`src/include/dma_defs.svh`:
```
`ifndef DMA_DEFS_SVH
`define DMA_DEFS_SVH

// Word addresses on the boot bus.
`define DMA_FROM_ACM_A        16'd0
`define DMA_FROM_LC_A         16'd40
`define DMA_LC_THRESHS_A      16'd128
`define DMA_ACM_AQUADS_A      16'd384
`define DMA_VS_INDIRECT_A     16'd512
`define DMA_SYSCONFIG_A       16'd576
`define DMA_FLASH_A           16'd1024
`define DMA_FLASH_SYSCONFIG_A 16'hffff

// Block lengths and memory sizes, in words.
`define DMA_LC_COUNT    64
`define DMA_ACM_COUNT   40
`define DMA_FROM_WORDS  128
`define DMA_FLASH_WORDS 256
`define DMA_VS_DEPTH    64

// Value-store command and marker words.
`define DMA_VS_END    16'h8000
`define DMA_VS_RESUME 16'hffff

// True when address a lies in [base, base + len).
`define DMA_IN_RANGE(a, base, len) (((a) >= (base)) && ((a) < (base) + (len)))

`endif
```
`src/hw/dma_pkg.sv`:
```
package dma_pkg;

  typedef logic [15:0] wb_addr_t;
  typedef logic [15:0] wb_data_t;
  typedef logic [14:0] event_t;
  typedef logic [12:0] progress_t;

  typedef enum logic [2:0] {
    mode_flash,
    mode_lc,
    mode_acm,
    mode_sysconfig,
    mode_done
  } dma_mode_e;

  typedef enum logic [1:0] {
    step_issue,
    step_read_wait,
    step_write_wait,
    step_close_wait
  } dma_step_e;

endpackage

```
`src/hw/config_regs.sv`:
```
`timescale 1ns/1ps
`include "dma_defs.svh"

module config_regs (
  input  logic              wb_clk_i,
  input  logic              soft_reset,
  input  logic              stb_i,
  input  logic              we_i,
  input  dma_pkg::wb_addr_t adr_i,
  input  dma_pkg::wb_data_t dat_i,
  input  dma_pkg::wb_addr_t cfg_rd_addr_i,
  output logic              ack_o,
  output dma_pkg::wb_data_t cfg_rd_data_o
);

  localparam int lc_aw  = $clog2(`DMA_LC_COUNT);
  localparam int acm_aw = $clog2(`DMA_ACM_COUNT);

  dma_pkg::wb_data_t lc_q  [`DMA_LC_COUNT];
  dma_pkg::wb_data_t acm_q [`DMA_ACM_COUNT];
  dma_pkg::wb_data_t sys_q;
  dma_pkg::wb_addr_t lc_off;
  dma_pkg::wb_addr_t acm_off;
  dma_pkg::wb_addr_t rd_lc_off;
  dma_pkg::wb_addr_t rd_acm_off;

  assign lc_off     = adr_i - `DMA_LC_THRESHS_A;
  assign acm_off    = adr_i - `DMA_ACM_AQUADS_A;
  assign rd_lc_off  = cfg_rd_addr_i - `DMA_LC_THRESHS_A;
  assign rd_acm_off = cfg_rd_addr_i - `DMA_ACM_AQUADS_A;

  always_ff @(posedge wb_clk_i) begin
    if (stb_i && we_i) begin
      if (`DMA_IN_RANGE(adr_i, `DMA_LC_THRESHS_A, `DMA_LC_COUNT)) begin
        lc_q[lc_off[lc_aw-1:0]] <= dat_i;
      end else if (`DMA_IN_RANGE(adr_i, `DMA_ACM_AQUADS_A, `DMA_ACM_COUNT)) begin
        acm_q[acm_off[acm_aw-1:0]] <= dat_i;
      end else if (adr_i == `DMA_SYSCONFIG_A) begin
        sys_q <= dat_i;
      end
    end
  end

  always_ff @(posedge wb_clk_i) begin
    if (soft_reset) begin
      ack_o <= 1'b0;
    end else begin
      ack_o <= stb_i;
    end
  end

  always_comb begin
    cfg_rd_data_o = 16'h0000;
    if (`DMA_IN_RANGE(cfg_rd_addr_i, `DMA_LC_THRESHS_A, `DMA_LC_COUNT)) begin
      cfg_rd_data_o = lc_q[rd_lc_off[lc_aw-1:0]];
    end else if (`DMA_IN_RANGE(cfg_rd_addr_i, `DMA_ACM_AQUADS_A, `DMA_ACM_COUNT)) begin
      cfg_rd_data_o = acm_q[rd_acm_off[acm_aw-1:0]];
    end else if (cfg_rd_addr_i == `DMA_SYSCONFIG_A) begin
      cfg_rd_data_o = sys_q;
    end
  end

endmodule

```
`config.mk`:
```
export PLATFORM = sky130hd
export DESIGN_NAME = config_regs
export DESIGN_NICKNAME = d
export VERILOG_FILES = /design/src/hw/dma_pkg.sv /design/src/hw/config_regs.sv
export VERILOG_INCLUDE_DIRS = /design/src /design/src/include
export SDC_FILE = /design/constraint.sdc
export NUM_CORES = 2
export LEC_CHECK = 0
export ABC_AREA = 1
export BUFFER_PORTS_ARGS = -buffer_cell sky130_fd_sc_hd__buf_4
export CAP_MARGIN = 20
export CORE_ASPECT_RATIO = 0.9
export CORE_MARGIN = 5
export CORE_UTILIZATION = 25
export CTS_CLUSTER_SIZE = 24
export DETAILED_ROUTE_END_ITERATION = 8
export HOLD_SLACK_MARGIN = 0.12
export SYNTH_ARGS = -nofsm -noshare
export SYNTH_HDL_FRONTEND = slang
export SYNTH_SLANG_ARGS = --single-unit
```
`constraint.sdc`:
```
create_clock -name wb_clk_i -period 3 [get_ports wb_clk_i]
set_input_delay 0.6 -clock wb_clk_i [delete_from_list [all_inputs] [get_ports wb_clk_i]]
set_output_delay 0.6 -clock wb_clk_i [all_outputs]
set_load 0.01 [all_outputs]
```
# --- After elaboration in Yosys (flattened, before gate mapping) ---
# Memory sizes are Yosys's and may differ from the RTL's.
# Cells that the tools add are included.
op_classes:
  add_sub_neg: 4
  multipliers: 0
  n_div: 0
  order_cmp: 8
  eq_ne: 2
  shift: 0
  n_mux: 10
  bitwise_logic: 2
  reduce_logical: 6
op_table:
  columns: ["operator", "count"]
  rows:
  - ["$mux W16", 3]
  - ["$eq A16 B10 Y1 const B", 2]
  - ["$ge A16 B8 Y1 const B", 2]
  - ["$ge A16 B9 Y1 const B", 2]
  - ["$lt A16 B8 Y1 const B", 2]
  - ["$lt A16 B9 Y1 const B", 2]
  - ["$sub A6 B1 Y6 const B", 4]
  - ["$mux W1", 7]
  - ["$logic_and A1 B1 Y1", 5]
  - ["$reduce_and A4 Y1", 1]
  - ["$not A1 Y1", 2]
totals:
  register_bits: 17
  latch_bits: 0
  mem_bits_rw: 1664
  mem_bits_ro: 0
  inputBits: 52
  output_inout_bits: 17
  elab_cells: 36
  n_memories: 2
mem_list:
  columns: ["memory", "depth", "word_bits", "rd", "rd_clocked_by_memory_dff", "wr", "line_no", "text"]
  rows:
  - ["lc_q", 64, 16, 1, 0, 1, "config_regs.sv:19", "dma_pkg::wb_data_t lc_q [`DMA_LC_COUNT];"]
  - ["acm_q", 40, 16, 1, 0, 1, "config_regs.sv:20", "dma_pkg::wb_data_t acm_q [`DMA_ACM_COUNT];"]

# --- Longest topological paths before layout ---
logic_depth:
  depth_word: 6
  mapped_depth: 16
  mapped_depth_nobuf: 11

# --- Worst setup path before layout ---
# OpenSTA, ideal clock, no wires.
synth_path:
  path_kind: "input -> register"
  from: "input port adr_i[5]"
  to: "register sys_q[0], enable pin"
  setup_ps: 409
  arrival_ps: 2472
  required_time_ps: 2591
  setup_slack_ps: 118
  cell_stages: 3
  n_path_buf: 0
  cell_sequence: "nor3_1 nand2_1 nor3_1"
synth_between:
  elab_chain_len: 4
  elab_cells_between_ends: 10
  classes_between: "order compare: 4; eq/ne: 1; bitwise: 2; reduce/logical: 3"
synth_rtl:
  columns: ["element", "line_no", "text"]
  rows:
  - ["start, declared", "config_regs.sv:9", "input dma_pkg::wb_addr_t adr_i,"]
  - ["$ge A16 B9 Y1 (no source line), or another cell as far along", null, null]
  - ["$logic_and A1 B1 Y1 (no source line)", null, null]
  - ["$not A1 Y1 (no source line)", null, null]
  - ["$reduce_and A4 Y1 (no source line) (*)", null, null]
  - ["end signal, assigned", "config_regs.sv:39", "sys_q <= dat_i;"]
  - ["end, declared", "config_regs.sv:21", "dma_pkg::wb_data_t sys_q;"]
# Mark *: on every way between the ends. The rest lies on a longest branch, timed or not.
# A chain may end at the register's enable or synchronous reset.

# --- Worst setup path after layout ---
layout_path:
  from: "input port cfg_rd_addr_i[0]"
  to: "output port cfg_rd_data_o[6]"
layout_between:
  elab_chain_len: 4
  elab_cells_between_ends: 14
  classes_between: "add/sub: 2; order compare: 4; eq/ne: 1; mux: 3; reduce/logical: 2; memory: 2"
layout_rtl:
  columns: ["element", "line_no", "text"]
  rows:
  - ["start, declared", "config_regs.sv:11", "input dma_pkg::wb_addr_t cfg_rd_addr_i,"]
  - ["$sub A6 B1 Y6 (no source line), or another cell as far along", null, null]
  - ["$mem_v2 Z40 W16, or another cell as far along", null, null]
  - ["$mux W16", "config_regs.sv:56", "end else if (`DMA_IN_RANGE(cfg_rd_addr_i, `DMA_ACM_AQUADS_A, `DMA_ACM_COUNT)) begin"]
  - ["$mux W16 (*)", "config_regs.sv:54", "if (`DMA_IN_RANGE(cfg_rd_addr_i, `DMA_LC_THRESHS_A, `DMA_LC_COUNT)) begin"]
  - ["end, declared", "config_regs.sv:13", "output dma_pkg::wb_data_t cfg_rd_data_o"]
# Marked as above.

==> impl_metrics.yaml <==
power_and_ir_drop:
  peakVddDrop_v: 0.0006013
  pwr_density_cell_nw_per_um2: 577.2
  p_leak_nw: 32.72
  power_w: 0.05033
clocking:
  cts_buffer_depth: 3
  cts_max_level: 4
  clk_pin_slew_ns: 0.06
  cts_root_buffer: "clkbuf_16"
  numCtsBuffers: 171
  cts_sinks: 1681
  cts_tree: "built"
timing:
  setup_viol: 16
  slew_headroom_pct: 32.77
  worst-slew-pin-transition_ns: 1.008
  worst_slack_ns: -0.1970
  fmax_mhz: 312.8
  rsz0062_at_grt: "yes"
  period_share_pct: 106.6
  slew_violations: 0
  hold_viol: 0
  min_period_ns: 3.197
route:
  wl_um: 213100
  num_vias: 48760
  drtPass1Iterations: 6
  drc: 0
  avgViaCountPerCell: 4.588
  drt_iter0_markers: 5736
  detail_route.wl_per_cell_um: 20.05
  ant_nets: 0
global_routing:
  grt_pass1_wl_um: 311400
  grt_start_max_net_pins: 106
  grt_overflow: 0
  first_global_vias: 46570
  grt.total_usage_pct: 14.06
  antenna_found_initial: 11
synth:
  syn_area_per_cell_sq_um: 10.98
  ys_seq_elements: 1681
  syn_area_sq_um: 70180
  syn-instance-count: 6391
  yosysSeqAreaShare_pct: 71.92
  synth_nets: 6443
  ys_warn_count: 0
  synth_cell_types: 22
die:
  die_x_um: 568.5
  fp.dieArea_sq_um: 291400
  die_y_um: 512.6
  fp.coreArea_sq_um: 279300
  rows: 184
  ioPinCount: 69
  initial_core_util_pct: 25.13
cells_and_area:
  fin_util_pct: 31.23
  multi_input_comb_area_sq_um: 17700
  fillers: 27710
  fin_area_sq_um: 87200
  nets: 6814
  syn2layout_area_growth_pct: 24.26
  drive_above_1_share_pct: 16.05
  seqCellArea_sq_um: 50470
critical_path:
  crit_chain: "buf_16 -> clkinv_16 -> buf_16 -> buf_16 -> buf_12 -> o21ai_0 -> nand3_1 -> nand3_1 -> nand2_1 -> nand2_2 -> nand3_1 -> nand2_1 -> nand2_2 -> buf_6"
  criticalPathCategory: "primary input to primary output"
  start_kind: "primary input"
  crit_fanout: 18
  required_ns: 2.40
  cpPeakStageDelay_ns: 0.28
  end_kind: "primary output"
  arrival_ns: 2.60
  path_buf_inv: 6
  cp_top_family: "buffers and inverters"
  critPathSlowestCell: "o21ai_0"
worst_hold_path:
  min_to: "acm_q[12][5]$_DFFE_PP_"
  hold_class: "primary input to flop"
  hp-start: "dat_i[5]"
  hold_depth: 1
placement:
  dp_slack_ns: -0.5480
  hpwl_um: 125500
  placement.io_buffers: 68
  gp_congestion: 0.8745
  placed_cell_area_sq_um: 78610
outcome:
  violations: "setup timing"
  status: "finished, violations left"
flow_run:
  max_cap_violations: 0
[timing repair]
action,CTS,global route
endpoints found under the setup margin,16,16
pin swaps,86,57
gates cloned,29,6
gates resized for setup,370,154
hold buffers,3,0
hold endpoints to repair,5,0
setup buffers,36,0
[cells in the mapped netlist]
library cell,instances,area (sq um)
nor2_1,764,2868
buf_6,15,168.9
edfxtp_1,1680,50450
nand4_1,4,25.02
o211ai_1,47,352.8
o2111a_1,1,11.26
buf_8,1,15.01
o21ai_0,329,1647
inv_6,1,8.760
o21ai_1,53,265.3
nand2_1,1841,6910
inv_1,476,1787
dfxtp_1,1,20.02
buf_1,64,240.2
buf_4,12,90.09
clkbuf_1,155,581.8
nor3_1,17,85.08
buf_2,118,590.6
nand3_1,802,4014
nor4_1,2,12.51
a21oi_1,4,20.02
clkinv_1,4,15.01
[layout by cell type (no fill, tap or decap), types with 41 or more instances in the layout]
| cell type | count |
|---|---|
| nand2_2 | 91 |
| inv_1 | 470 |
| clkbuf_1 | 43 |
| nor2_1 | 740 |
| buf_12 | 125 |
| buf_4 | 334 |
| nand3_2 | 132 |
| clkinv_1 | 44 |
| o21ai_0 | 286 |
| o21ai_1 | 76 |
| o211ai_1 | 47 |
| edfxtp_1 | 1680 |
| nand3_1 | 664 |
| buf_6 | 41 |
| clkbuf_16 | 178 |
| nand2_1 | 1712 |
[how the worst max path moves through the flow]
| stage | start | to | slack, ns | cells past startpoint |
|---|---|---|---|---|
| CTS | lc_q[8][11]$_DFFE_PP_ | cfg_rd_data_o[11] | -0.14 | 11 |
| detailed placement | cfg_rd_addr_i[0] | cfg_rd_data_o[4] | -0.55 | 14 |
| global placement | cfg_rd_addr_i[0] | cfg_rd_data_o[4] | -0.57 | 14 |
| finish | cfg_rd_addr_i[0] | cfg_rd_data_o[6] | -0.20 | 14 |
| global route | cfg_rd_addr_i[0] | cfg_rd_data_o[6] | -0.32 | 14 |
| floorplan | adr_i[5] | sys_q[0]$_DFFE_PP_ | 0.12 | 3 |
[logic make-up (layout without fill, tap and decap cells)]
| logic type | count (synthesis) | count (layout) | share of synthesized area [%] |
|---|---|---|---|
| and+or+nand+nor | 3430 | 3430 | 19.83 |
| DFF | 1681 | 1681 | 71.92 |
| buffers and inverters | 846 | 1354 | 4.983 |
| AOI/OAI and AO/OA | 434 | 434 | 3.272 |
| other | 0 | 8 | 0 |
[metrics by stage]
step           hold slack [ns]  std cells  TNS (ns)
3_5_place_dp            0.8591      10240    -7.125
2_1_floorplan           0.6712       6391         0
3_3_place_gp            0.8584      10240    -7.261
4_1_cts                 0.1523      10610    -1.377
6_report                0.2208      10630    -1.602
5_1_grt                 0.1754      10620    -2.462
[where the power goes]
part	switching [W]	total, W	leakage, nW	internal [W]
registers	0.00000338	0.0258	15.1	0.0258
logic	0.00257	0.00384	15.0	0.00127
clock network	0.00909	0.0207	2.62	0.0116
[sequential cells by signal (all words and copies together) (netlist names)]
register / flops
lc_q: 1024
acm_q: 640
sys_q: 16
ack_o: 1
[layout make-up]
type,instances,share of cell area [%]
antenna,8,0.02296
clock buffer,215,5.121
timing repair buffer,561,8.123
clock inverter,95,1.053
timing repair inverter,2,0.03731
multi-input combinational,3864,20.29
tap,3720,5.338
inverter,481,2.135
sequential,1681,57.88
[metal layers]
metal,track usage [%],vias to the layer above,routed length (um)
met3,2.347,369,17900
met1,19.46,23920,89350
met5,0,-,41
met4,4.961,6,8092
met2,22.30,2091,97680
li1,-,22370,-
Note: power is estimated with default switching activity, not from simulation.
