--- src/include/dma_defs.svh ---
`ifndef DMA_DEFS_SVH
`define DMA_DEFS_SVH

// Word addresses on the boot bus.
`define DMA_FROM_ACM_A        16'd0
`define DMA_FROM_LC_A         16'd40
`define DMA_LC_THRESHS_A      16'd128
`define DMA_ACM_AQUADS_A      16'd384
`define DMA_VS_INDIRECT_A     16'd512
`define DMA_SYSCONFIG_A       16'd576
`define DMA_FLASH_A           16'd1024
`define DMA_FLASH_SYSCONFIG_A 16'hffff

// Block lengths and memory sizes, in words.
`define DMA_LC_COUNT    64
`define DMA_ACM_COUNT   40
`define DMA_FROM_WORDS  128
`define DMA_FLASH_WORDS 256
`define DMA_VS_DEPTH    64

// Value-store command and marker words.
`define DMA_VS_END    16'h8000
`define DMA_VS_RESUME 16'hffff

// True when address a lies in [base, base + len).
`define DMA_IN_RANGE(a, base, len) (((a) >= (base)) && ((a) < (base) + (len)))

`endif
--- src/hw/dma_pkg.sv ---
package dma_pkg;

  typedef logic [15:0] wb_addr_t;
  typedef logic [15:0] wb_data_t;
  typedef logic [14:0] event_t;
  typedef logic [12:0] progress_t;

  typedef enum logic [2:0] {
    mode_flash,
    mode_lc,
    mode_acm,
    mode_sysconfig,
    mode_done
  } dma_mode_e;

  typedef enum logic [1:0] {
    step_issue,
    step_read_wait,
    step_write_wait,
    step_close_wait
  } dma_step_e;

endpackage

--- src/hw/dma_engine.sv ---
`timescale 1ns/1ps
`include "dma_defs.svh"

module dma_engine (
  input  logic              wb_clk_i,
  input  logic              soft_reset,
  input  logic              dma_crash_i,
  input  dma_pkg::wb_data_t wb_dat_i,
  input  logic              wb_ack_i,
  input  logic              wb_err_i,
  output logic              wb_cyc_o,
  output logic              wb_stb_o,
  output logic              wb_we_o,
  output dma_pkg::wb_addr_t wb_adr_o,
  output dma_pkg::wb_data_t wb_dat_o,
  output logic              dma_done_o
);

  localparam dma_pkg::progress_t lc_last  = dma_pkg::progress_t'(`DMA_LC_COUNT - 1);
  localparam dma_pkg::progress_t acm_last = dma_pkg::progress_t'(`DMA_ACM_COUNT - 1);

  dma_pkg::dma_mode_e mode_q;
  dma_pkg::dma_step_e step_q;
  dma_pkg::progress_t progress_q;
  logic               stb_q;
  logic               last_q;
  logic               bus_done;
  logic               item_wr;
  dma_pkg::wb_addr_t  prog_adr;
  dma_pkg::wb_addr_t  rd_adr;
  dma_pkg::wb_addr_t  wr_adr;
  dma_pkg::wb_data_t  wr_dat;
  dma_pkg::wb_data_t  cmd_dat;

  assign bus_done = wb_ack_i | wb_err_i;
  // The write half of an item goes out in the cycle its read is acked.
  assign item_wr  = (step_q == dma_pkg::step_read_wait) & bus_done;
  assign prog_adr = dma_pkg::wb_addr_t'(progress_q);
  assign cmd_dat  = (progress_q == '0) ? 16'h0000 : `DMA_VS_RESUME;

  always_comb begin
    rd_adr = `DMA_VS_INDIRECT_A;
    wr_adr = `DMA_FLASH_A + prog_adr - 16'd1;
    wr_dat = wb_dat_i;
    case (mode_q)
      dma_pkg::mode_lc: begin
        rd_adr = `DMA_FROM_LC_A + prog_adr;
        wr_adr = `DMA_LC_THRESHS_A + prog_adr;
        // 8'hff in FROM disables the too-high check.
        wr_dat = (wb_dat_i == 16'h00ff) ? 16'h0fff : {wb_dat_i[11:0], 4'h0};
      end
      dma_pkg::mode_acm: begin
        rd_adr = `DMA_FROM_ACM_A + prog_adr;
        wr_adr = `DMA_ACM_AQUADS_A + prog_adr;
      end
      dma_pkg::mode_sysconfig: begin
        rd_adr = `DMA_FLASH_SYSCONFIG_A;
        wr_adr = `DMA_SYSCONFIG_A;
      end
      default: begin
      end
    endcase
  end

  assign wb_stb_o   = stb_q | item_wr;
  assign wb_cyc_o   = wb_stb_o;
  assign wb_we_o    = item_wr | (step_q == dma_pkg::step_close_wait);
  assign wb_adr_o   = item_wr ? wr_adr : rd_adr;
  assign wb_dat_o   = (step_q == dma_pkg::step_close_wait) ? cmd_dat : wr_dat;
  assign dma_done_o = (mode_q == dma_pkg::mode_done);

  always_ff @(posedge wb_clk_i) begin
    if (soft_reset) begin
      mode_q     <= dma_crash_i ? dma_pkg::mode_flash : dma_pkg::mode_lc;
      step_q     <= dma_pkg::step_issue;
      progress_q <= '0;
      stb_q      <= 1'b0;
    end else begin
      stb_q <= 1'b0;
      case (step_q)
        dma_pkg::step_issue: begin
          if (mode_q != dma_pkg::mode_done) begin
            stb_q  <= 1'b1;
            step_q <= (mode_q == dma_pkg::mode_flash) ? dma_pkg::step_close_wait :
                                                        dma_pkg::step_read_wait;
          end
        end
        dma_pkg::step_read_wait: begin
          if (bus_done) begin
            last_q <= wb_dat_i[15];
            step_q <= dma_pkg::step_write_wait;
          end
        end
        dma_pkg::step_write_wait: begin
          if (bus_done) begin
            stb_q  <= 1'b1;
            step_q <= dma_pkg::step_read_wait;
            case (mode_q)
              dma_pkg::mode_flash: begin
                // Release the ring once the end marker is written.
                if (last_q || progress_q == '1) begin
                  step_q <= dma_pkg::step_close_wait;
                end else begin
                  progress_q <= progress_q + 1'b1;
                end
              end
              dma_pkg::mode_lc: begin
                if (progress_q == lc_last) begin
                  mode_q     <= dma_pkg::mode_acm;
                  progress_q <= '0;
                end else begin
                  progress_q <= progress_q + 1'b1;
                end
              end
              dma_pkg::mode_acm: begin
                if (progress_q == acm_last) begin
                  mode_q     <= dma_pkg::mode_sysconfig;
                  progress_q <= '0;
                end else begin
                  progress_q <= progress_q + 1'b1;
                end
              end
              default: begin
                stb_q  <= 1'b0;
                step_q <= dma_pkg::step_issue;
                mode_q <= dma_pkg::mode_done;
              end
            endcase
          end
        end
        default: begin
          // Open (write 0) or close (resume) of the dump.
          if (bus_done) begin
            stb_q  <= 1'b1;
            step_q <= dma_pkg::step_read_wait;
            if (progress_q == '0) begin
              progress_q <= dma_pkg::progress_t'(1);
            end else begin
              mode_q     <= dma_pkg::mode_lc;
              progress_q <= '0;
            end
          end
        end
      endcase
    end
  end

endmodule

--- config.mk ---
export PLATFORM = sky130hd
export DESIGN_NAME = dma_engine
export DESIGN_NICKNAME = d
export VERILOG_FILES = /design/src/hw/dma_pkg.sv /design/src/hw/dma_engine.sv
export VERILOG_INCLUDE_DIRS = /design/src /design/src/include
export SDC_FILE = /design/constraint.sdc
export NUM_CORES = 1
export LEC_CHECK = 0
export BUFFER_PORTS_ARGS = -buffer_cell sky130_fd_sc_hd__buf_2
export CAP_MARGIN = 20
export CORE_MARGIN = 2
export CORE_UTILIZATION = 32
export CTS_CLUSTER_SIZE = 25
export DETAILED_ROUTE_END_ITERATION = 7
export HOLD_SLACK_MARGIN = 0.1
export SLEW_MARGIN = 10
export SYNTH_ARGS = -nofsm -noshare
export SYNTH_HDL_FRONTEND = slang
export SYNTH_SLANG_ARGS = --single-unit
export TNS_END_PERCENT = 20
--- constraint.sdc ---
create_clock -name wb_clk_i -period 3.2 [get_ports wb_clk_i]
set_clock_uncertainty 0.1 [all_clocks]
set_input_delay 0.32 -clock wb_clk_i [delete_from_list [all_inputs] [get_ports wb_clk_i]]
set_output_delay 0.32 -clock wb_clk_i [all_outputs]
set_load 0.005 [all_outputs]
# Yosys cells after proc, flatten, opt, wreduce, memory -nomap -nowiden
# Index checks and enable logic that the tools add are counted.
word_totals:
  ff_bits: 20
  input_bits: 21
  output_inout_bits: 36
  wordCells: 89
op_classes:
  n_addsub: 6
  n_eq_ne: 22
  muxes: 37
  bitwise_logic: 6
  n_reduce_logical: 13
op_table:
  columns: ["operator", "count"]
  rows:
  - ["$pmux W16 S3", 2]
  - ["$mux W16", 5]
  - ["$mux W13", 5]
  - ["$pmux W13 S3", 1]
  - ["$eq A13 B6 Y1 const B", 2]
  - ["$pmux W13 S2", 1]
  - ["$mux W3", 6]
  - ["$eq A16 B8 Y1 const B", 1]
  - ["$sub A14 B1 Y15 const B", 1]
  - ["$add A11 B13 Y14 const A", 1]
  - ["$add A6 B13 Y14 const A", 1]
  - ["$add A8 B13 Y14 const A", 1]
  - ["$add A9 B13 Y14 const A", 1]
  - ["$add A13 B1 Y13 const B", 1]
  - ["$eq A13 B13 Y1 const B", 1]
  - ["$logic_not A13 Y1", 1]
  - ["$mux W2", 6]
  - ["$ne A3 B3 Y1 const B", 3]
  - ["$pmux W3 S3", 1]
  - ["$ne A4 B4 Y1 const B", 2]
  - ["$reduce_and A4 Y1", 2]
  - ["$eq A3 B2 Y1 const B", 2]
  - ["$mux W1", 6]
  - ["$ne A2 B2 Y1 const B", 3]
  - ["22 further kinds", 28]

# Logic depth before layout (Yosys ltp)
depth:
  depth_word: 6
  mapped_depth: 11
  mapped_depth_nobuf: 9

# Worst setup path before layout
# OpenSTA, ideal clock, no wires.
synth_path:
  path_type: "register to output"
  start: "register mode_q[1]"
  end: "output wb_adr_o[9]"
  t_arrival_ns: 2.444
  setup_slack_ns: 0.336
  stages_incl_launch_ff: 12
  cell_sequence: "edfxtp_1 > clkbuf_1 > clkbuf_1 > inv_1 > nor3_1 > inv_1 > fa_1 > nor2b_1 > or4_1 > a21oi_1 > a221oi_1 > o21ai_0"
synth_via:
  elab_chain_len: 3
  word_cells_on_any_way: 6
synth_rtl:
  columns: ["element", "line_no", "rtl"]
  rows:
  - ["from (decl)", "dma_engine.sv:22", "dma_pkg::dma_mode_e mode_q;"]
  - ["from (signal assigned)", "dma_engine.sv:74", "mode_q <= dma_crash_i ? dma_pkg::mode_flash : dma_pkg::mode_lc;"]
  - ["from (signal assigned)", "dma_engine.sv:109", "mode_q <= dma_pkg::mode_acm;"]
  - ["from (signal assigned)", "dma_engine.sv:117", "mode_q <= dma_pkg::mode_sysconfig;"]
  - ["$eq A3 B2 Y1 or $eq A3 B1 Y1 (tied branches)", "dma_engine.sv:45", "case (mode_q)"]
  - ["$pmux W16 S3", "dma_engine.sv:45", null]
  - ["$mux W16 *", "dma_engine.sv:68", "assign wb_adr_o = item_wr ? wr_adr : rd_adr;"]
  - ["to (decl)", "dma_engine.sv:14", "output dma_pkg::wb_addr_t wb_adr_o,"]
# Mark *: on every way between the ends. The rest lies on a longest branch, timed or not.

# Final worst setup path
layout_path:
  start: "register progress_q[7]"
  end: "output wb_adr_o[9]"
layout_via:
  elab_chain_len: 4
  word_cells_on_any_way: 8
layout_rtl:
  columns: ["element", "line_no", "rtl"]
  rows:
  - ["from (decl)", "dma_engine.sv:24", "dma_pkg::progress_t progress_q;"]
  - ["from (signal assigned)", "dma_engine.sv:104", "progress_q <= progress_q + 1'b1;"]
  - ["from (signal assigned)", "dma_engine.sv:112", "progress_q <= progress_q + 1'b1;"]
  - ["from (signal assigned)", "dma_engine.sv:120", "progress_q <= progress_q + 1'b1;"]
  - ["$add A11 B13 Y14 (no source line)", null, null]
  - ["$sub A14 B1 Y15 (no source line)", null, null]
  - ["$pmux W16 S3", "dma_engine.sv:45", null]
  - ["$mux W16 *", "dma_engine.sv:68", null]
# Marks and branches as above.

==> flow_metrics.env <==
export IMPL_status="complete, no violations"
export IMPL_synthMuxAreaShare_pct=0.412
export IMPL_critPathMaxFanout=13
export IMPL_routedWlPerCell_um=16.3
export IMPL_drt_wl_total_mm=8.21
export IMPL_syn_cell_area_um2=2430
export IMPL_p_leak_nw=1.18
export IMPL_placementRows=31
export IMPL_synthesis_instances=367
export IMPL_period_needed_ns=2.93
export IMPL_htree_levels=1
export IMPL_synth_edff_count=4
export IMPL_cts_buffer_depth=2
export IMPL_ant_nets=0
export IMPL_final_cell_mix="56 x buf_2, 43 x nand2_1, 42 x nor2_1, 34 x o21ai_0, 28 x a21oi_1"
export IMPL_cts_repair_resized=0
export IMPL_vias=2992
export IMPL_core_area_um2=7290
export IMPL_num_nets_final=436
export IMPL_drive_gt1_share_pct=20.4
export IMPL_gp_congestion=0.905
export IMPL_setup_tns_ns=0
export IMPL_worstHoldPathType="in -> reg"
export IMPL_ys_warn_count=0
export IMPL_critPathLaunchType="flop"
export IMPL_ys_seq_area_share_pct=18.1
export IMPL_drtPass1Iterations=5
export IMPL_cp_required_ns=2.78
export IMPL_ys_async_sr_fraction_pct=0
export IMPL_areaGrowthSynthToFinish_pct=17.3
export IMPL_finalMaxSlewViolations=0
export IMPL_max_slew_margin_pct=42.1
export IMPL_cap_violations=0
export IMPL_antennaDiodeCount=0
export IMPL_synth_seq_cells=20
export IMPL_grt_pass1_vias=2607
export IMPL_cts_root_buffer_cell="clkbuf_8"
export IMPL_powerDensity_nw_per_um2=356
export IMPL_cts_made_buffers=3
export IMPL_rsz0062_at_grt="false"
export IMPL_start_util_pct=33.3
export IMPL_synth_xor_area_share_pct=1.44
export IMPL_post_route_drc_count=0
export IMPL_holdPathStages=1
export IMPL_grt_ovfl_total=0
export IMPL_endpoint="wb_adr_o[9]"
export IMPL_die_x_um=91.1
export IMPL_ios=57
export IMPL_fp_dieArea_um2=8300
export IMPL_synth_cell_type_count=60
export IMPL_r2r_slack_ns=0.51
export IMPL_synth_fa_ha_area_share_pct=4.43
export IMPL_synth_top_family_by_area="compound AO/OA/AOI/OAI gates"
export IMPL_postCtsSetupRepairBufs=0
export IMPL_track_usage_pct=19.0
export IMPL_vias_per_cell=5.92
export IMPL_min_from="wb_dat_i[15]"
export IMPL_worstMarginPinSlew_ns=0.868
export IMPL_vdd_ir_drop_max_uv=146
export IMPL_final_setup_viol_count=0
export IMPL_cts_sinks=20
export IMPL_r2r_end="progress_q[11]"
export IMPL_synth_fp_nets=396
export IMPL_crit_path_start="progress_q[7]"
export IMPL_synth_compound_area_share_pct=35.4
export IMPL_grt_pass1_wl_mm=13.2
export IMPL_cts_tree="done"
export IMPL_drt_iter0_markers=336
export IMPL_fmax_ghz=0.341
export IMPL_avgSynthCellArea_um2=6.62
export IMPL_r2r_start="mode_q[0]"
export IMPL_synth_simple_area_share_pct=31.8
export IMPL_ys_flop_type="dfxtp_1"
export IMPL_portBuffers=56
export IMPL_critPathArrivalTime_ns=2.51
export IMPL_cts_clk_slew_worst_paths_ns=0.08
export IMPL_period_share_pct=91.6
export IMPL_clkLatencyLatePin_ns=0.27
export IMPL_layout_commonest_cell="buf_2"
export IMPL_hpwlAfterDp_mm=6.21
export IMPL_cts_hold_buffers=0
export IMPL_dieHeight_um=91.1
export IMPL_grt_max_degree=28
export IMPL_crit_type="reg -> out"
export IMPL_worstRegToRegCells=7
export IMPL_antenna_found_initial=0
export IMPL_end_kind="output port"
export IMPL_finalHoldViolations=0
export IMPL_fin_hold_ws_ns=0.157
cell usage after synthesis (3+ instances only):
| cell type | n | area (µm²) |
|---|---|---|
| nor2_1 | 42 | 158 |
| o21ai_0 | 34 | 170 |
| o31ai_1 | 3 | 22.5 |
| or2_2 | 3 | 18.8 |
| nor4_1 | 4 | 25.0 |
| a22oi_1 | 4 | 30.0 |
| nand4_1 | 5 | 31.3 |
| o221ai_1 | 7 | 61.3 |
| a32oi_1 | 3 | 26.3 |
| nand2_1 | 43 | 161 |
| o22ai_1 | 11 | 68.8 |
| nor3_1 | 12 | 60.1 |
| inv_1 | 13 | 48.8 |
| o2bb2ai_1 | 4 | 35.0 |
| a22o_1 | 8 | 70.1 |
| and3_1 | 4 | 25.0 |
| or3_1 | 5 | 31.3 |
| a21oi_1 | 28 | 140 |
| buf_2 | 3 | 15.0 |
| nor2b_1 | 10 | 62.6 |
| nand2b_1 | 4 | 25.0 |
| clkbuf_1 | 26 | 97.6 |
| a31oi_1 | 9 | 56.3 |
| edfxtp_1 | 4 | 120 |
| dfxtp_1 | 16 | 320 |
| nand3_1 | 11 | 55.1 |
| ha_1 | 7 | 87.6 |
cell families (layout without fill, tap and decap cells):
logic type,after synthesis,after routing
XOR/XNOR,4,4
adder cells (fa/ha/maj),8,8
multiplexers,1,1
buffers and inverters,47,86
AO/OA/AOI/OAI,133,133
AND/OR/NAND/NOR,154,154
flip-flops,20,20
registers in the layout, indices dropped and copies added, names as in the netlist:
name,count
progress_q,13
mode_q,3
step_q,2
last_q,1
stb_q,1
layout make-up:
class	instances	area (µm²)
inverter	13	48.8
multi-input combinational	300	1790
fill	839	4440
timing repair buffer	69	378
clock buffer	4	66.3
sequential	20	440
tap	99	124
where the power goes:
group | total, W | switching, W | internal (W) | leakage [nW]
Clock | 0.000231 | 0.0000953 | 0.000136 | 0.0339
Combinational | 0.000494 | 0.000297 | 0.000197 | 0.973
Sequential | 0.000290 | 0.0000178 | 0.000272 | 0.169
through the flow:
stage	util, %	std cells	cell area, µm²	worst slack (ns)	total power [W]
after detailed placement	38.1	501	2780	0.593	0.000781
after floorplan	-	367	2430	0.336	0.000603
after global routing	39.1	505	2850	0.0633	0.00109
after global placement	38.1	501	2780	0.595	0.000782
after CTS	39.1	505	2850	0.307	0.00102
final	39.1	505	2850	0.270	0.00102
worst max-delay path, stage by stage (launching register included):
cell and delay [ns]:
dfxtp_1 0.60, inv_1 0.16, fa_1 0.48, nor2b_1 0.14, or4_1 0.39, a21oi_1 0.16
a221oi_1 0.06, o21ai_0 0.11, buf_2 0.14
worst min path at each step:
stage | slack, ns | endpoint
floorplan | 0.32 | last_q
global placement | 0.43 | last_q
detailed placement | 0.43 | last_q
CTS | 0.16 | last_q
global route | 0.16 | last_q
finish | 0.16 | last_q
metal layers:
layer	up-vias	GRT usage (%)	routed length, µm
li1	1438	-	-
met1	1376	27.2	3690
met2	151	28.9	3700
met3	27	1.91	573
met4	0	8.08	250
met5	-	0	0
(Power assumes the default switching activity.)
