==> src/include/dma_defs.svh <==
`ifndef DMA_DEFS_SVH
`define DMA_DEFS_SVH

// Word addresses on the boot bus.
`define DMA_FROM_ACM_A        16'd0
`define DMA_FROM_LC_A         16'd40
`define DMA_LC_THRESHS_A      16'd128
`define DMA_ACM_AQUADS_A      16'd384
`define DMA_VS_INDIRECT_A     16'd512
`define DMA_SYSCONFIG_A       16'd576
`define DMA_FLASH_A           16'd1024
`define DMA_FLASH_SYSCONFIG_A 16'hffff

// Block lengths and memory sizes, in words.
`define DMA_LC_COUNT    64
`define DMA_ACM_COUNT   40
`define DMA_FROM_WORDS  128
`define DMA_FLASH_WORDS 256
`define DMA_VS_DEPTH    64

// Value-store command and marker words.
`define DMA_VS_END    16'h8000
`define DMA_VS_RESUME 16'hffff

// True when address a lies in [base, base + len).
`define DMA_IN_RANGE(a, base, len) (((a) >= (base)) && ((a) < (base) + (len)))

`endif
==> src/hw/dma_pkg.sv <==
package dma_pkg;

  typedef logic [15:0] wb_addr_t;
  typedef logic [15:0] wb_data_t;
  typedef logic [14:0] event_t;
  typedef logic [12:0] progress_t;

  typedef enum logic [2:0] {
    mode_flash,
    mode_lc,
    mode_acm,
    mode_sysconfig,
    mode_done
  } dma_mode_e;

  typedef enum logic [1:0] {
    step_issue,
    step_read_wait,
    step_write_wait,
    step_close_wait
  } dma_step_e;

endpackage

==> src/hw/wb_addr_decoder.sv <==
`timescale 1ns/1ps
`include "dma_defs.svh"

module wb_addr_decoder (
  input  logic              wb_clk_i,
  input  logic              soft_reset,
  input  logic              m_cyc_i,
  input  logic              m_stb_i,
  input  dma_pkg::wb_addr_t m_adr_i,
  input  logic              nv_ack_i,
  input  dma_pkg::wb_data_t nv_dat_i,
  input  logic              cfg_ack_i,
  input  logic              vs_ack_i,
  input  dma_pkg::wb_data_t vs_dat_i,
  output logic              nv_stb_o,
  output logic              cfg_stb_o,
  output logic              vs_stb_o,
  output dma_pkg::wb_data_t m_dat_o,
  output logic              m_ack_o,
  output logic              m_err_o
);

  logic req;
  logic hit_nv;
  logic hit_cfg;
  logic hit_vs;
  logic nv_sel_q;
  logic vs_sel_q;
  logic err_q;

  assign req     = m_cyc_i & m_stb_i;
  assign hit_nv  = (m_adr_i < `DMA_FROM_WORDS) ||
                   `DMA_IN_RANGE(m_adr_i, `DMA_FLASH_A, `DMA_FLASH_WORDS) ||
                   (m_adr_i == `DMA_FLASH_SYSCONFIG_A);
  assign hit_cfg = `DMA_IN_RANGE(m_adr_i, `DMA_LC_THRESHS_A, `DMA_LC_COUNT) ||
                   `DMA_IN_RANGE(m_adr_i, `DMA_ACM_AQUADS_A, `DMA_ACM_COUNT) ||
                   (m_adr_i == `DMA_SYSCONFIG_A);
  assign hit_vs  = (m_adr_i == `DMA_VS_INDIRECT_A);

  assign nv_stb_o  = req & hit_nv;
  assign cfg_stb_o = req & hit_cfg;
  assign vs_stb_o  = req & hit_vs;

  always_ff @(posedge wb_clk_i) begin
    if (soft_reset) begin
      nv_sel_q <= 1'b0;
      vs_sel_q <= 1'b0;
      err_q    <= 1'b0;
    end else begin
      nv_sel_q <= nv_stb_o;
      vs_sel_q <= vs_stb_o;
      err_q    <= req & ~(hit_nv | hit_cfg | hit_vs);
    end
  end

  // Config registers have no bus read path, so they fall through to zero.
  assign m_dat_o = nv_sel_q ? nv_dat_i : (vs_sel_q ? vs_dat_i : 16'h0000);
  assign m_ack_o = nv_ack_i | cfg_ack_i | vs_ack_i;
  assign m_err_o = err_q;

endmodule

==> config.mk <==
export PLATFORM = sky130hd
export DESIGN_NAME = wb_addr_decoder
export DESIGN_NICKNAME = d
export VERILOG_FILES = /design/src/hw/dma_pkg.sv /design/src/hw/wb_addr_decoder.sv
export VERILOG_INCLUDE_DIRS = /design/src /design/src/include
export SDC_FILE = /design/constraint.sdc
export NUM_CORES = 1
export LEC_CHECK = 0
export BUFFER_PORTS_ARGS = -buffer_cell sky130_fd_sc_hd__buf_2
export CORE_MARGIN = 1.5
export CORE_UTILIZATION = 25
export CTS_CLUSTER_DIAMETER = 80
export DETAILED_ROUTE_END_ITERATION = 7
export PLACE_DENSITY_LB_ADDON = 0.3
export RECOVER_POWER = 50
export SLEW_MARGIN = 20
export SYNTH_ARGS = -nofsm -noshare
export SYNTH_HDL_FRONTEND = slang
export SYNTH_SLANG_ARGS = --single-unit
export TNS_END_PERCENT = 10
==> constraint.sdc <==
create_clock -name wb_clk_i -period 1.55 [get_ports wb_clk_i]
set_clock_uncertainty 0.15 [all_clocks]
set_input_delay 0.0775 -clock wb_clk_i [delete_from_list [all_inputs] [get_ports wb_clk_i]]
set_output_delay 0.0775 -clock wb_clk_i [all_outputs]
set_load 0.005 [all_outputs]
=== Yosys cells after proc, flatten, opt, wreduce, memory -nomap -nowiden ===
Index checks and enable logic that the tools add are counted.

* Input bits: 55
* Memory bits (read-only): 0
* RAM bits: 0
* Latch bits: 0
* Output and inout port bits: 21
* Register bits after elaboration: 3
* Logic and storage cells: 32
* Memories: 0

* Muxes and demuxes: 2
* Bitwise logic cells: 10
* $mul: 0
* Add/subtract/negate cells: 0
* Shift operators: 0
* Magnitude comparators: 7
* Reductions and logical operators: 7
* Div/mod/pow operators: 0
* Equality and inequality tests: 3

{| class="wikitable"
|+ Operators by type and width
! operator !! count
|-
| == test 16 x 10 -> 1 bit (second input constant) || 2
|-
| less-than comparator 16 x 8 -> 1 bit (second input constant) || 2
|-
| two-way mux 16 bit || 2
|-
| == test 16 bit (second input constant) || 1
|-
| greater-or-equal comparator 16 x 11 -> 1 bit (second input constant) || 1
|-
| greater-or-equal comparator 16 x 8 -> 1 bit (second input constant) || 1
|-
| greater-or-equal comparator 16 x 9 -> 1 bit (second input constant) || 1
|-
| less-than comparator 16 x 11 -> 1 bit (second input constant) || 1
|-
| less-than comparator 16 x 9 -> 1 bit (second input constant) || 1
|-
| AND 1 bit || 5
|-
| logical OR 1 bit || 4
|-
| bitwise OR 1 bit || 4
|-
| logical AND 1 bit || 3
|-
| inverter 1 bit || 1
|}

=== Longest topological paths before layout ===
Gate-level depths: netlist of the first run.

* Depth after elaboration: 8
* Gate-level depth with buffers: 4

=== Least setup slack after synthesis of the first run ===
No wires, ideal clock.

* Path type: reg-to-output
* Start: register nv_sel_q
* End: output m_dat_o[10]
* Path slack: 0.294 ns
* Data arrival time: 1.028 ns
* Data required time: 1.322 ns
* Path buffers: 2
* Cell stages (with the launch flop): 5
* Cell sequence: dfxtp_1 -> buf_2 -> nor2b_1 -> buf_2 -> a22o_1

* Longest elaborated chain between the ends: 1

{| class="wikitable"
|+ Ends and longest elaborated chain
! item !! RTL line !! RTL
|-
| start: declaration || wb_addr_decoder.sv:27 || <nowiki>logic nv_sel_q;</nowiki>
|-
| start signal: assignment || wb_addr_decoder.sv:50 || <nowiki>nv_sel_q <= nv_stb_o;</nowiki>
|-
| two-way mux 16 bit || wb_addr_decoder.sv:57 || <nowiki>assign m_dat_o = nv_sel_q ? nv_dat_i : (vs_sel_q ? vs_dat_i : 16'h0000);</nowiki>
|-
| end: declaration || wb_addr_decoder.sv:18 || <nowiki>output dma_pkg::wb_data_t m_dat_o,</nowiki>
|}

No other way between the ends.

=== Final worst setup path of the first run ===
* Start: input m_adr_i[8]
* End: output cfg_stb_o

* Longest elaborated chain between the ends: 5
* Elaborated cells on any way between the ends: 10

{| class="wikitable"
|+ Ends and longest elaborated chain
! item !! RTL line !! RTL
|-
| start: declaration || wb_addr_decoder.sv:9 || <nowiki>input dma_pkg::wb_addr_t m_adr_i,</nowiki>
|-
| greater-or-equal comparator 16 x 8 -> 1 bit (no line) (tied with other cells) || -- ||
|-
| logical AND 1 bit (no line) || -- ||
|-
| logical OR 1 bit (no line) || -- ||
|-
| logical OR 1 bit (no line) (*) || -- ||
|-
| AND 1 bit (*) || wb_addr_decoder.sv:41 || <nowiki>assign cfg_stb_o = req & hit_cfg;</nowiki>
|-
| end: declaration || wb_addr_decoder.sv:16 || <nowiki>output logic cfg_stb_o,</nowiki>
|}

Mark *: on every way between the ends. The rest lies on a longest branch, timed or not.

==> results of run 1 <==
metrics by stage:
stage	hold WS (ns)	instance area [um2]	power, mW	std cells	setup TNS (ns)
after floorplan	0.00557	418	0.0946	55	0
after global placement	0.133	807	0.176	144	-0.186
after detailed placement	0.133	807	0.178	144	-0.398
after CTS	0.0612	861	0.324	150	0
after global routing	0.134	890	0.342	151	-0.0288
final	0.118	890	0.321	151	0
Yosys cell counts:
cell type / number / area share, %
nor2_1: 2 / 1.8
nor2b_1: 1 / 1.5
nor4_2: 1 / 3.0
and3_1: 1 / 1.5
a21oi_2: 1 / 2.1
buf_1: 1 / 0.90
a22o_1: 14 / 29
and4_1: 1 / 2.1
or2_1: 1 / 1.5
a21oi_1: 2 / 2.4
nor4b_2: 2 / 7.2
o211ai_1: 1 / 1.8
nand2_1: 5 / 4.5
dfxtp_1: 3 / 14
buf_2: 2 / 2.4
nand3_1: 1 / 1.2
nand4_1: 5 / 7.5
nor3_1: 2 / 2.4
inv_1: 2 / 1.8
nor4_1: 3 / 4.5
o21ai_0: 2 / 2.4
or3_1: 1 / 1.5
nor3_2: 1 / 2.4
how the worst max path moves through the flow:
stage | from | to | slack [ns]
after floorplan | nv_sel_q$_SDFF_PP0_ | m_dat_o[10] | 0.29
after global placement | vs_sel_q$_SDFF_PP0_ | m_dat_o[9] | -0.02
after detailed placement | vs_sel_q$_SDFF_PP0_ | m_dat_o[12] | -0.05
after CTS | soft_reset | vs_sel_q$_SDFF_PP0_ | 0.05
after global routing | m_adr_i[8] | cfg_stb_o | -0.03
final | m_adr_i[8] | cfg_stb_o | 0.02
report_power, final:
group          switching (mW)  total, mW  internal, mW
registers            0.000229     0.0789        0.0787
clock network          0.0409      0.137        0.0965
logic                  0.0440      0.105        0.0611
worst min-delay path, stage by stage:
cell,delay [ns]
buf_2,0.10
nand2_1,0.20
nor4_4,0.07
registers in the layout, summed over array words and instances, names as in the netlist:
signal and cells:
m_err_o 1, nv_sel_q 1, vs_sel_q 1
area by class of cell:
type                            instances  area (um2)
Fill cell                             152         652
Inverter                                2        7.51
Clock buffer                            4        26.3
Multi-Input combinational cell         47         365
Tap cell                               16        20.0
Sequential cell                         3        60.1
Timing Repair Buffer                   79         410
kinds of logic after synthesis:
family / Yosys count
AND/OR/NAND/NOR: 27
AO/OA/AOI/OAI: 20
flip-flops: 3
buffers and inverters: 5
per-layer routing:
layer  GRT usage [%]  wire length, um
met5               0                0
met3            2.92              186
met4            7.27                0
met2            33.5              901
met1            14.7              605
what timing repair did:
item / 4_1_cts / 5_1_grt
setup buffers: 0 / 1
cloned: 0 / 0
resized for setup: 2 / 3
pin swaps: 0 / 1
endpoints found under the setup margin: 14 / 2
hold buffers: 2 / 1
endpoints found under the hold margin: 2 / 1
==> results.md, run 1 <==
- RSZ-0062 raised after global routing: true
- Slew margin rel.: 80.8%
- CP max stage delay: 0.31 ns
- Main combinational cell family by area after synthesis: simple AND/OR/NAND/NOR gates
- CTS tree: yes
- Largest net degree at the start of global routing: 19
- CP Class: input pin to output port
- Mapped Cells: 55
- Die Wd: 43.9 um
- Clock-pin transition on the worst setup and hold timing paths: 0.04 ns
- Max rail drop VDD: 0.205 mV
- H-tree depth: 1
- Final hold vios: 0
- DRT Wirelength: 1.69 mm
- Layout net count: 191
- Post-Syn Nets: 110
- DR vias: 751
- DRT antenna net count: 0
- Req. time, crit path: 1.32 ns
- Max Slew Vio Count: 0
- Place WS: -0.0541 ns
- Worst Hold Class: input pin to flip-flop
- Port bufs: 75
- Synth Area in Simple Gates: 42.5%
- Hold endpoint: vs_sel_q$_SDFF_PP0_
- Compound-Gate Fraction of Synth Area: 38.0%
- Core area: 1540 um2
- Post-Syn Area: 418 um2
- # DRC: 0
- Synth Area in Adders: 0%
- Setup violators final: 0
- Crit-path leading delay family: simple AND/OR/NAND/NOR gates
- Via density: 4.97
- WP buf/inv: 2
- Ports: 76
- CP endpoint kind: output port
- GPL Wtd Cong: 0.706
- Total GRT Usage: 16.2%
- Most frequent cells in the layout: 75 x buf_2, 14 x a22o_1, 5 x nand2_1, 5 x nand4_1
- Die Span Y: 43.9 um
- Worst setup margin: 0.0194 ns
- Status: finished, final reports clean
- Detail Placement HPWL: 1.41 mm
- Clk buf depth: 2
- Proportion of layout cells with a drive suffix above 1: 65.2%
- Overflow after GRT: 0
- Die area: 1930 um2
- Critical Path Stages: 6
- DR WL/cell: 11.2 um
- Synthesized flop and latch total: 3
- Cell with the largest stage delay on the worst path: or2_1
- Mux contribution to synthesized area: 0%
- Num rows: 14
- Worst Max-Slew Pin Slew: 0.288 ns
- Final Cycle Share: 98.7%
- Syn_area_per_cell: 7.60 um2
- Part of the Yosys area used for sequential elements: 14.4%
- Leak pwr: 0.483 nW
- Starting Density: 27.1%
- First-pass GRT wire length: 2.42 mm
- Startpoint Class: input pin
- Cell Chain, Critical Path: buf_2 > nor4_2 > nand4_1 > or2_1 > a21oi_2 > buf_2
- Num CTS Buffers: 3
- Cell depth of the worst hold path: 3
- Xor-xnor portion of the synthesized cell area: 0%
- Initial antenna violation count: 0
- P&R area growth vs syn: 113%
- CP most frequent cell: buf_2
- Vias in the first global route: 650
- Worst-path fanout max: 4
- Worst Min Path Start: m_stb_i
- DRT Pass-1 Iters: 3
- CTS root buf: clkbuf_4
- Highest Clock Rate: 653 MHz
- Max Cap Violations: 0
- Ant diodes: 0
- Commonest non-fill, non-tap cell in the layout: buf_2
- Initial DRC Count: 5
- Clock Sink Count: 3
- Final Util: 57.7%
- Final Critical Period: 1.53 ns
- Unique cell type count in the Yosys netlist: 23
- PwrDens: 361 nW/um2
- CP arrival: 1.30 ns
- Yosys warning count: 0
No activity file was read; power rests on OpenSTA's default activity.
==> run 2: changes to the inputs <==
--- a/config.mk
+++ b/config.mk
@@ -7,8 +7,10 @@
 export NUM_CORES = 1
 export LEC_CHECK = 0
 export BUFFER_PORTS_ARGS = -buffer_cell sky130_fd_sc_hd__buf_2
+export CELL_PAD_IN_SITES_DETAIL_PLACEMENT = 0
+export CELL_PAD_IN_SITES_GLOBAL_PLACEMENT = 1
 export CORE_MARGIN = 1.5
-export CORE_UTILIZATION = 25
+export CORE_UTILIZATION = 14
 export CTS_CLUSTER_DIAMETER = 80
 export DETAILED_ROUTE_END_ITERATION = 7
 export PLACE_DENSITY_LB_ADDON = 0.3
==> results.md, run 2 (same netlist as run 1, synthesis figures left out) <==
- PwrDens: 359 nW/um2
- CP endpoint kind: output port
- Via density: 4.69
- Setup crit start: m_adr_i[8]
- Fillers: 311
- Register share of total power: 25.1%
- DR WL/cell: 10.5 um
- Ports: 76
- Crit-path leading delay family: simple AND/OR/NAND/NOR gates
- CP max stage delay: 0.27 ns
- Startpoint Class: input pin
- Worst Max-Slew Pin Slew: 0.282 ns
- Net switching power: 79.4 uW
- RSZ-0062 raised after global routing: false
- Highest Clock Rate: 719 MHz
- Commonest non-fill, non-tap cell in the layout: buf_2
- Final Critical Period: 1.39 ns
- Req. time, crit path: 1.32 ns
- Post_cts resized: 0
- CTS tree: yes
- Max Slew Vio Count: 0
- Max rail drop VDD: 0.114 mV
- Max Cap Violations: 0
- WP buf/inv: 2
- Worst-path fanout max: 4
- Initial DRC Count: 64
- Largest net degree at the start of global routing: 15
- CP Class: input pin to output port
- Num CTS Buffers: 3
- Worst Hold Class: input pin to flip-flop
- Ant diodes: 0
- Setup TNS: 0 ns
- Vias in the first global route: 666
- Final hold vios: 0
- Int Power: 235 uW
- Clock Sink Count: 3
- Overflow after GRT: 0
- # DRC: 10
- Combinational group share of total power: 32.2%
- Clock power share: 42.6%
- Status: finished with violations
- Layout net count: 192
- Slew margin rel.: 81.0%
- Clock-pin transition on the worst setup and hold timing paths: 0.04 ns
- CTS root buf: clkbuf_4
- Die area: 3320 um2
- Proportion of layout cells with a drive suffix above 1: 60.3%
- Violated checks: DRC
- Net Sw Frac: 25.3%
- Cell Chain, Critical Path: buf_2 > nor4_2 > nand4_1 > or2_1 > a21oi_2 > buf_2
- DRT Pass-1 Iters: 6
- Initial antenna violation count: 0
- Setup violators final: 0
- Most frequent cells in the layout: 72 x buf_2, 14 x a22o_1, 5 x nand2_1, 5 x nand4_1, 4 x clkbuf_1
- Total GRT Usage: 9.40%
- DR vias: 783
- CP most frequent cell: buf_2
- Core area: 2810 um2
- Die Span Y: 57.6 um
- H-tree depth: 1
- GPL Wtd Cong: 0.786
- Cell with the largest stage delay on the worst path: or2_1
- Num rows: 19
- Starting Density: 14.9%
- Port bufs: 75
- DRT Wirelength: 1.76 mm
- DRT antenna net count: 0
- Leak pwr: 0.472 nW
- P&R area growth vs syn: 110%
- First-pass GRT wire length: 2.53 mm
- CP arrival: 1.16 ns
- Clk buf depth: 2
- Final Cycle Share: 89.8%
- Worst Min Path Start: m_stb_i
- Die Wd: 57.6 um
- Worst hold slack: 0.0656 ns
==> run 2: cell count changes in the layout (fill, tap and decap cells not counted), sizes merged <==
cell / change
buf: -3
clkbuf: +4
==> run 2: cell type report <==
type,count,area (um2),share of cell area (%)
Timing Repair Buffer,80,412,47.0
Multi-Input combinational cell,47,332,37.9
Sequential cell,3,60.1,6.86
Tap cell,31,38.8,4.43
Clock buffer,4,26.3,3.00
Inverter,2,7.51,0.857
==> run 2: routing by layer <==
metal | track usage [%] | share of wire [%] | up-vias
li1 | - | - | 387
met1 | 9.84 | 39 | 334
met2 | 18.2 | 45 | 62
met3 | 1.56 | 16 | 0
met4 | 3.99 | 0 | 0
met5 | 0 | 0 | -
==> run 2: power by group through the flow <==
stage | clock network (mW) | registers, mW | logic (mW)
6_report | 0.134 | 0.0789 | 0.101
5_1_grt | 0.143 | 0.0789 | 0.112
4_1_cts | 0.142 | 0.0789 | 0.103
3_5_place_dp | 0 | 0.0801 | 0.0987
3_3_place_gp | 0 | 0.0801 | 0.0979
2_1_floorplan | 0 | 0.0803 | 0.0143
==> run 2: final timing paths <==
check	slack, ns	to	cells after the start
worst max-delay path	0.16	cfg_stb_o	6
worst min-delay path	0.07	nv_sel_q$_SDFF_PP0_	3
==> run 2: through the flow <==
stage	total power [mW]	cell area [um2]	utilization, %	cells	setup WS, ns
floorplan	0.0946	418	-	55	0.294
detailed placement	0.179	841	30.0	161	0.159
global route	0.334	876	31.2	167	0.0579
CTS	0.323	887	31.6	167	0.148
global placement	0.178	841	30.0	161	0.163
finish	0.314	876	31.2	167	0.159
==> run 2: timing repair <==
item | in CTS | in global routing
setup buffers | 0 | 0
hold buffers | 2 | 0
hold endpoints to repair | 2 | 0
